[src/logic/pdp8_config.svh]
`ifndef PDP8_CONFIG_SVH
`define PDP8_CONFIG_SVH

// Machine word, also the address width
`define PDP8_WORD_W 12

// Core memory size in words
`define PDP8_MEM_DEPTH 4096

// Offset inside one 128-word page
`define PDP8_PAGE_W 7

// Auto-index pointers, octal 0010 through 0017
`define PDP8_AUTO_LO 12'o0010
`define PDP8_AUTO_HI 12'o0017

`endif

[src/logic/pdp8Pkg.sv]
`include "pdp8_config.svh"

package pdp8Pkg;

  // One machine word
  typedef logic [`PDP8_WORD_W-1:0] word_t;

  // Core address, sized from the memory depth
  typedef logic [$clog2(`PDP8_MEM_DEPTH)-1:0] addr_t;

  // Major opcode, IR bits 0..2 in DEC numbering
  typedef enum logic [2:0] {
    opAnd = 3'd0,
    opTad = 3'd1,
    opIsz = 3'd2,
    opDca = 3'd3,
    opJms = 3'd4,
    opJmp = 3'd5,
    opIot = 3'd6,
    opOpr = 3'd7
  } opcode_t;

  // Sequencer major states
  typedef enum logic [2:0] {
    sHalted,
    sFetch,
    sDecode,
    sAutoinc,
    sDefer,
    sExec,
    sSkip
  } seqState_t;

endpackage

[src/logic/memBus.sv]
// One memory requester to the arbiter
// Requester holds req and fields until grant
// Grant is the access cycle, rdata follows one cycle later
interface memBus;
  import pdp8Pkg::*;

  logic req;
  logic we;
  addr_t addr;
  word_t wdata;
  logic grant;
  word_t rdata;

  modport requester (
    output req, we, addr, wdata,
    input grant, rdata
  );

  // Arbiter side
  modport arbiter (
    input req, we, addr, wdata,
    output grant, rdata
  );

endinterface

[src/logic/execCtl.sv]
// Sequencer to execution unit handoff
interface execCtl;
  import pdp8Pkg::*;

  logic start;
  opcode_t op;
  addr_t ea;
  // IR bits 3..11, operate microcode
  logic [8:0] micro;
  logic done;
  // Skip and halt are valid with done
  logic skip;
  logic haltReq;

  modport sequencer (
    output start, op, ea, micro,
    input done, skip, haltReq
  );

  modport exec (
    input start, op, ea, micro,
    output done, skip, haltReq
  );

endinterface

[src/logic/execUnit.sv]
`include "pdp8_config.svh"

module execUnit (
  input logic CLK,
  input logic arstN,
  memBus.requester memPort,
  execCtl.exec exe,
  output pdp8Pkg::word_t ac,
  output logic link
);
  import pdp8Pkg::*;

  typedef enum logic [2:0] {
    eIdle,
    eMem,
    eData,
    eIncr,
    eWrite,
    eDone
  } exeState_t;

  exeState_t state;
  word_t dataQ;
  logic skipQ;
  logic haltQ;
  logic memOp;
  logic [`PDP8_WORD_W:0] tadSum;
  word_t stepAc;
  logic stepLink;
  logic [`PDP8_WORD_W:0] incSum;
  logic [`PDP8_WORD_W:0] g1Lac;
  logic [`PDP8_WORD_W:0] rotLac;
  logic g2Skip;

  assign memOp = exe.op inside {opAnd, opTad, opIsz, opDca};

  // Request goes out in the start cycle, held until granted
  assign memPort.req = (state == eIdle && exe.start && memOp)
                    || (state == eMem) || (state == eWrite);
  assign memPort.we = (state == eWrite) || (exe.op == opDca);
  assign memPort.addr = exe.ea;
  assign memPort.wdata = (state == eWrite) ? dataQ : ac;

  assign exe.done = (state == eDone);
  assign exe.skip = skipQ;
  assign exe.haltReq = haltQ;

  // TAD carry out complements link
  assign tadSum = {1'b0, ac} + {1'b0, memPort.rdata};

  // Group 1: clears first, then complements
  assign stepAc = (exe.micro[7] ? '0 : ac) ^ {`PDP8_WORD_W{exe.micro[5]}};
  assign stepLink = (exe.micro[6] ? 1'b0 : link) ^ exe.micro[4];
  // Then IAC, carry flips link
  assign incSum = {1'b0, stepAc} + {{`PDP8_WORD_W{1'b0}}, exe.micro[0]};
  assign g1Lac = {stepLink ^ incSum[`PDP8_WORD_W], incSum[`PDP8_WORD_W-1:0]};

  // Rotates through link as bit 12, BSW swaps 6-bit halves
  always_comb begin
    case (exe.micro[3:1])
      3'b100: rotLac = {g1Lac[0], g1Lac[12:1]};
      3'b101: rotLac = {g1Lac[1:0], g1Lac[12:2]};
      3'b010: rotLac = {g1Lac[11:0], g1Lac[12]};
      3'b011: rotLac = {g1Lac[10:0], g1Lac[12:11]};
      3'b001: rotLac = {g1Lac[12], g1Lac[5:0], g1Lac[11:6]};
      default: rotLac = g1Lac;
    endcase
  end

  // Group 2 OR of SMA SZA SNL, bit 3 inverts the sense
  assign g2Skip = ((exe.micro[6] && ac[`PDP8_WORD_W-1])
                || (exe.micro[5] && ac == '0)
                || (exe.micro[4] && link)) ^ exe.micro[3];

  always_ff @(posedge CLK) begin
    if (state == eData) begin
      dataQ <= memPort.rdata;
    end else if (state == eIncr) begin
      dataQ <= dataQ + word_t'(1);
    end
  end

  always_ff @(posedge CLK or negedge arstN) begin
    if (!arstN) begin
      state <= eIdle;
      ac <= '0;
      link <= 1'b0;
      skipQ <= 1'b0;
      haltQ <= 1'b0;
    end else begin
      case (state)
        eIdle: begin
          if (exe.start) begin
            skipQ <= 1'b0;
            haltQ <= 1'b0;
            if (memOp) begin
              state <= memPort.grant ? eData : eMem;
            end else begin
              // Operate finishes in one cycle, JMS and IOT do nothing
              state <= eDone;
              if (exe.op == opOpr && !exe.micro[8]) begin
                ac <= rotLac[`PDP8_WORD_W-1:0];
                link <= rotLac[`PDP8_WORD_W];
              end else if (exe.op == opOpr && !exe.micro[0]) begin
                // Test sees AC before CLA
                skipQ <= g2Skip;
                haltQ <= exe.micro[1];
                if (exe.micro[7]) begin
                  ac <= '0;
                end
              end
            end
          end
        end
        eMem: begin
          if (memPort.grant) begin
            state <= eData;
          end
        end
        eData: begin
          case (exe.op)
            opAnd: ac <= ac & memPort.rdata;
            opTad: begin
              ac <= tadSum[`PDP8_WORD_W-1:0];
              link <= link ^ tadSum[`PDP8_WORD_W];
            end
            opDca: ac <= '0;
            default: ;
          endcase
          state <= (exe.op == opIsz) ? eIncr : eDone;
        end
        eIncr: begin
          // All ones wraps to zero
          skipQ <= (dataQ == '1);
          state <= eWrite;
        end
        eWrite: begin
          if (memPort.grant) begin
            state <= eDone;
          end
        end
        default: state <= eIdle;
      endcase
    end
  end

endmodule

[src/flat_wrapper.sv]
// flat-port wrapper written by rule: the top's interface ports become plain ports
module execUnit_flat import pdp8Pkg::*;
  (CLK, arstN, ac, link, memPort_req, memPort_we, memPort_addr, memPort_wdata, memPort_grant, memPort_rdata, exe_start, exe_op, exe_ea, exe_micro, exe_done, exe_skip, exe_haltReq);
  memBus memPort_i ();
  execCtl exe_i ();
  input logic CLK;
  input logic arstN;
  output pdp8Pkg::word_t ac;
  output logic link;
  output wire logic [$bits(memPort_i.req)-1:0] memPort_req;
  output wire logic [$bits(memPort_i.we)-1:0] memPort_we;
  output wire logic [$bits(memPort_i.addr)-1:0] memPort_addr;
  output wire logic [$bits(memPort_i.wdata)-1:0] memPort_wdata;
  input wire logic [$bits(memPort_i.grant)-1:0] memPort_grant;
  input wire logic [$bits(memPort_i.rdata)-1:0] memPort_rdata;
  input wire logic [$bits(exe_i.start)-1:0] exe_start;
  input wire logic [$bits(exe_i.op)-1:0] exe_op;
  input wire logic [$bits(exe_i.ea)-1:0] exe_ea;
  input wire logic [$bits(exe_i.micro)-1:0] exe_micro;
  output wire logic [$bits(exe_i.done)-1:0] exe_done;
  output wire logic [$bits(exe_i.skip)-1:0] exe_skip;
  output wire logic [$bits(exe_i.haltReq)-1:0] exe_haltReq;
  assign memPort_req = memPort_i.req;
  assign memPort_we = memPort_i.we;
  assign memPort_addr = memPort_i.addr;
  assign memPort_wdata = memPort_i.wdata;
  assign memPort_i.grant = memPort_grant;
  assign memPort_i.rdata = memPort_rdata;
  assign exe_i.start = exe_start;
  assign exe_i.op = exe_op;
  assign exe_i.ea = exe_ea;
  assign exe_i.micro = exe_micro;
  assign exe_done = exe_i.done;
  assign exe_skip = exe_i.skip;
  assign exe_haltReq = exe_i.haltReq;
  execUnit u_core (.CLK(CLK), .arstN(arstN), .memPort(memPort_i), .exe(exe_i), .ac(ac), .link(link));
endmodule
[config.mk]
export PLATFORM = sky130hd
export DESIGN_NAME = execUnit_flat
export DESIGN_NICKNAME = d
export VERILOG_FILES = /design/src/logic/pdp8Pkg.sv /design/src/logic/memBus.sv /design/src/logic/execCtl.sv /design/src/logic/execUnit.sv /design/src/flat_wrapper.sv
export VERILOG_INCLUDE_DIRS = /design/src /design/src/logic
export SDC_FILE = /design/constraint.sdc
export NUM_CORES = 1
export LEC_CHECK = 0
export BUFFER_PORTS_ARGS = -buffer_cell sky130_fd_sc_hd__buf_2
export CAP_MARGIN = 20
export CELL_PAD_IN_SITES_DETAIL_PLACEMENT = 2
export CELL_PAD_IN_SITES_GLOBAL_PLACEMENT = 2
export CORE_MARGIN = 2
export CORE_UTILIZATION = 35
export DETAILED_ROUTE_END_ITERATION = 12
export PLACE_DENSITY = 0.95
export REMOVE_ABC_BUFFERS = 1
export SLEW_MARGIN = 25
export SYNTH_ARGS = -nofsm -noshare
export SYNTH_HDL_FRONTEND = slang
export SYNTH_SLANG_ARGS = --single-unit
[constraint.sdc]
create_clock -name CLK -period 4.5 [get_ports CLK]
set_clock_uncertainty 0.2 [all_clocks]
set_input_delay 0 -clock CLK [delete_from_list [all_inputs] [get_ports CLK]]
set_output_delay 0 -clock CLK [all_outputs]
set_load 0.03 [all_outputs]
# --- After elaboration in Yosys (flattened, before gate mapping) ---
# Index checks and enable logic that the tools add are counted.
word_totals:
  reg_bits: 30
  in_bits: 40
  out_inout_bits: 42
  word_cells: 96
classes:
  addsub: 3
  eq_ne: 23
  mux: 32
  bitwise_logic: 6
  reduce_logical: 26
ops:
  columns: ["cell", "n"]
  rows:
  - ["2-to-1 mux 12 bit", 8]
  - ["one-hot mux 13 bit (5 select lines)", 1]
  - ["one-hot mux 12 bit (3 select lines)", 1]
  - ["one-hot mux 12 bit (2 select lines)", 1]
  - ["equality test 3 x 2 -> 1 bit, second input constant", 6]
  - ["equality test 3 bit, second input constant", 5]
  - ["2-to-1 mux 3 bit", 5]
  - ["one-hot mux 3 bit (5 select lines)", 1]
  - ["adder 12 x 1 -> 13 bit", 1]
  - ["adder 12 x 12 -> 13 bit", 1]
  - ["adder 12 x 1 -> 12 bit, second input constant", 1]
  - ["AND 12 bit", 1]
  - ["equality test 12 bit, second input constant", 1]
  - ["logical NOT 12 bit", 1]
  - ["2-to-1 mux 1 bit", 12]
  - ["bitwise XOR 12 bit", 1]
  - ["!= test 2 bit, second input constant", 5]
  - ["AND reduction 5 bit", 2]
  - ["equality test 3 x 1 -> 1 bit, second input constant", 3]
  - ["logical AND 1 bit", 7]
  - ["logical NOT 3 bit", 2]
  - ["nonzero test 2 bit", 3]
  - ["logical OR 1 bit", 5]
  - ["!= test 4 x 1 -> 1 bit, second input constant", 1]
  - ["other kinds (9)", 15]

# --- Longest topological paths before layout ---
logic_depth:
  ltp_word: 10
  depth_mapped: 14
  depth_no_buf: 11

# --- Worst setup path before layout ---
# Ideal clock, no wire load.
synth_timing:
  path_kind: "register to register"
  start: "register u_core.ac[0]"
  end: "register u_core.ac[6]"
  setup_ps: 81
  arrival_time_ps: 2786
  required_ps: 4219
  path_slack_ps: 1434
  stages_incl_launch_ff: 12
  path_buffers: 0
  synth_period_minus_slack_ps: 3066
  cell_sequence: "dfrtp_1 nor2b_1 xnor2_1 ha_1 or3b_2 a21oi_1 or4b_1 o211ai_1 a21oi_1 o221ai_2 a221o_1 o211ai_2"
synth_between:
  elab_chain_cells: 8
  word_cells_on_any_way: 10
  cone_classes: "2 x add/sub; 7 x mux; 1 x bitwise"
synth_lines:
  columns: ["item", "line", "source"]
  rows:
  - ["start, declared", "execUnit.sv:8", "output pdp8Pkg::word_t ac,"]
  - ["start signal, assigned", "execUnit.sv:102", "ac <= rotLac[`PDP8_WORD_W-1:0];"]
  - ["start signal, assigned", "execUnit.sv:122", "opAnd: ac <= ac & memPort.rdata;"]
  - ["start signal, assigned", "execUnit.sv:124", "ac <= tadSum[`PDP8_WORD_W-1:0];"]
  - ["2-to-1 mux 12 bit", "execUnit.sv:52", "assign stepAc = (exe.micro[7] ? '0 : ac) ^ {`PDP8_WORD_W{exe.micro[5]}};"]
  - ["bitwise XOR 12 bit", "execUnit.sv:52", null]
  - ["adder 12 x 1 -> 13 bit", "execUnit.sv:55", "assign incSum = {1'b0, stepAc} + {{`PDP8_WORD_W{1'b0}}, exe.micro[0]};"]
  - ["one-hot mux 13 bit (5 select lines)", "execUnit.sv:60", "case (exe.micro[3:1])"]
  - ["2-to-1 mux 12 bit", "execUnit.sv:101", "if (exe.op == opOpr && !exe.micro[8]) begin"]
  - ["2-to-1 mux 12 bit", "execUnit.sv:96", "if (memOp) begin"]
  - ["2-to-1 mux 12 bit", "execUnit.sv:93", "if (exe.start) begin"]
  - ["one-hot mux 12 bit (2 select lines) (*)", "execUnit.sv:91", "case (state)"]
# Every way passes the cells marked *; elsewhere a longest branch is shown, timed or not. The select of a mux whose other input is x is not followed.
# A chain may end at the register's enable or synchronous reset.

# --- Worst setup path in the final report ---
layout_timing:
  start: "register u_core.ac[1]"
  end: "register u_core.ac[11]"
layout_between:
  elab_chain_cells: 9
  word_cells_on_any_way: 11
  cone_classes: "2 x add/sub; 7 x mux; 2 x bitwise"
layout_lines:
  columns: ["item", "line", "source"]
  rows:
  - ["2-to-1 mux 12 bit", "execUnit.sv:52", null]
  - ["bitwise XOR 12 bit", "execUnit.sv:52", null]
  - ["adder 12 x 1 -> 13 bit", "execUnit.sv:55", null]
  - ["bitwise XOR 1 bit", "execUnit.sv:56", "assign g1Lac = {stepLink ^ incSum[`PDP8_WORD_W], incSum[`PDP8_WORD_W-1:0]};"]
  - ["one-hot mux 13 bit (5 select lines)", "execUnit.sv:60", null]
  - ["2-to-1 mux 12 bit", "execUnit.sv:101", null]
  - ["2-to-1 mux 12 bit", "execUnit.sv:96", null]
  - ["2-to-1 mux 12 bit", "execUnit.sv:93", null]
  - ["one-hot mux 12 bit (2 select lines) (*)", "execUnit.sv:91", null]
# Marked as above.

==> results.md <==
- Skew-Pair Late Insertion Delay: 290 ps
- Most common cell on crit path: a211oi_1
- Antenna viol nets, final: 0
- Mapped cell area: 0.00422 mm^2
- DRT iter0 DRCs: 421
- Global Route met3 Usage: 4.52%
- Count of final setup violators: 0
- Peak supply drop: 0.287 mV
- Slowest cell on the critical path: dfrtp_1
- Max Clock Freq: 0.279 GHz
- Crit Path Class: flip-flop to flip-flop
- Post-Route WL: 20.6 mm
- Final Util: 40.9%
- Final RePlAce weighted congestion: 1.03
- Crit path launch type: flip-flop
- Vias/cell: 6.59
- Vias in the first global route: 5452
- Gr usage total: 31.8%
- Max-slew violations: 0
- Final Hold Vio Count: 0
- Pleak: 1.95 nW
- Outcome: finished, final reports clean
- WP data arrival: 3510 ps
- Hold Path Class: primary input to asynchronous set/reset pin
- Critical path data required time: 4420 ps
- CTS tree: done
- 1st-pass router iterations: 4
- Post-synthesis area per instance: 7.62 um^2
- Crit. End Element: flip-flop
- Setup TNS: 0 ps
- Post_cts resized: 0
- Post-synth cell types: 82
- Root buffer cell: clkbuf_16
- CTS H-tree depth: 2
- RSZ-0062 raised after global routing: false
- DRC Markers: 0
- Grt met2 use: 55.8%
- Drt wl/cell: 27.3 um
- Busiest grt layer: met2
- Largest net degree at the start of global routing: 34
- Die ar.: 0.0130 mm^2
- Sequential fraction of the synthesis area: 19.2%
- Slew HR: 41.7%
- Top Ports: 82
- Share of cells above drive strength 1: 18.2%
- Clk buf depth: 2
- Initial antenna violation count: 1
- Die Y: 114 um
- Floorplan core area: 0.0119 mm^2
- Synth Flop Type: dfrtp_1
- Worst-path clk slew: 60 ps
- Number of synthesized flops with an enable pin: 12
- Detailed placement HPWL: 13.9 mm
- CTS Buf Count: 5
- Share of the synthesized area in the top cell type: 10.7%
- Area grow syn2layout: 15.3%
- GRT overflow: 0
- Die X: 114 um
- Crit path largest cell delay: 670 ps
- Power per cell area: 531 mW/mm^2
- Critical-path maximum fanout: 13
- Fin crit period: 3590 ps
- Met1 Use GR: 38.3%
- Worst-Margin Slew: 874 ps
- Max Cap Viol: 0
- Synth area leader: dfrtp_1
- Vias: 4952
- Starting density of the core: 35.5%
- Tcrit/Tclk final: 79.7%
- First-pass GRT wire length: 31.7 mm
- Ys async rst share: 60.0%
- Synth area leaders: dfrtp_1, edfxtp_1, nand2_1
- CTS Sinks: 30
- #FFs+latches synth: 30
- Port bufs: 57
- Nets: 660
- Crit-path cells: ha_1 -> a211oi_1 -> o21bai_1 -> a221o_1 -> a211oi_1 -> o21a_1 -> nor3_1 -> o311ai_0 -> o31ai_1
- Core Rows: 40
- Cells after Synth: 554
- Synth Warn #: 0
path summary, 6_finish.rpt:
| kind | start | endpoint | slack [ps] | cells past startpoint |
|---|---|---|---|---|
| worst max-delay path | u_core.ac[1]$_DFFE_PN0P_ | u_core.ac[11]$_DFFE_PN0P_ | 910 | 9 |
| max in group asynchronous | arstN | u_core.ac[10]$_DFFE_PN0P_ | 3710 | 2 |
| worst min register to register | u_core.exe.haltReq$_DFFE_PN0P_ | u_core.exe.haltReq$_DFFE_PN0P_ | 370 | 2 |
| min in group CLK | exe_op[0] | u_core.link$_DFFE_PN0P_ | 20 | 4 |
| worst min-delay path | arstN | u_core.state[0]$_DFFE_PN0P_ | 20 | 2 |
| worst max register to register | u_core.ac[1]$_DFFE_PN0P_ | u_core.ac[11]$_DFFE_PN0P_ | 910 | 9 |
cells in the final DEF (no fill, tap or decap), drive strengths merged, types with 11 or more instances in the layout:
| master | synthesis | final |
|---|---|---|
| dlygate4sd3 | 0 | 28 |
| nand3 | 21 | 21 |
| o21ai | 51 | 51 |
| xor2 | 11 | 11 |
| nor3 | 14 | 14 |
| nor2 | 45 | 45 |
| edfxtp | 12 | 12 |
| inv | 18 | 18 |
| buf | 27 | 59 |
| xnor2 | 16 | 16 |
| ha | 16 | 16 |
| dfrtp | 18 | 18 |
| nand2 | 67 | 67 |
| a21oi | 36 | 36 |
worst max-delay path, delay by kind of cell (launching register included):
family / cells / cell delay [ps]
compound gates: 7 / 2120
fa+ha+maj: 1 / 350
flops: 1 / 670
simple gates: 1 / 60
per-layer routing:
metal / routed length [um] / vias up
met3: 1040 / 70
met5: 0 / -
li1: - / 2167
met4: 1090 / 0
met1: 8240 / 2517
met2: 10200 / 198
report_power, final:
part | switching [mW] | total (mW) | internal [mW]
combinational | 1.06 | 1.62 | 0.557
sequential | 0.241 | 0.618 | 0.377
clock | 0.144 | 0.347 | 0.203
synthesized netlist by cell type (all sizes together), types with 7 or more instances:
master	number
o22ai	7
a21oi	36
nor3	14
a31oi	7
inv	18
a211oi	10
xnor2	16
o31ai	7
or3	7
nand3	21
o21ai	51
ha	16
buf	27
o211ai	8
a221oi	9
mux2	10
nor3b	7
edfxtp	12
nand2	67
a21o	8
xor2	11
clkbuf	18
and3	10
dfrtp	18
nor2	45
nor2b	10
cell families after synthesis:
logic type / after synthesis / share of synthesized area (%)
adder cells (fa/ha/maj): 17 / 5.21
buffers and inverters: 63 / 7.97
XOR/XNOR: 27 / 6.13
flip-flops: 30 / 19.2
multiplexers: 14 / 3.61
AO/OA/AOI/OAI: 188 / 31.9
AND/OR/NAND/NOR: 215 / 26.0
sequential cells by signal, indices dropped and copies added (netlist names):
register            count
u_core.ac              12
u_core.exe.skip         1
u_core.link             1
u_core.state            3
u_core.dataQ           12
u_core.exe.haltReq      1
cell type report:
cell class / count / area (um^2)
Inverter: 18 / 67.6
Clock buffer: 6 / 129
Fill cell: 1371 / 7040
Timing Repair Buffer: 87 / 581
Tap cell: 147 / 184
Antenna cell: 1 / 2.50
Sequential cell: 30 / 811
Multi-Input combinational cell: 461 / 3090
Clock inverter: 2 / 8.76
stage by stage:
| stage | setup slack [ps] | total power, mW | hold slack, ps | instances | instance area (um^2) |
|---|---|---|---|---|---|
| after global routing | 699 | 2.72 | 54.1 | 752 | 4870 |
| after detailed placement | 898 | 2.12 | -217 | 715 | 4450 |
| after CTS | 1030 | 2.49 | 18.5 | 751 | 4870 |
| after floorplan | 1410 | 1.57 | -496 | 509 | 3950 |
| after global placement | 1080 | 2.02 | -210 | 715 | 4440 |
| final | 915 | 2.59 | 17.8 | 752 | 4870 |
timing repair:
action / in CTS / in global routing
endpoints found under the hold margin: 46 / 0
setup buffers: 0 / 0
hold buffers: 28 / 0
Note: power is estimated with default switching activity, not from simulation.
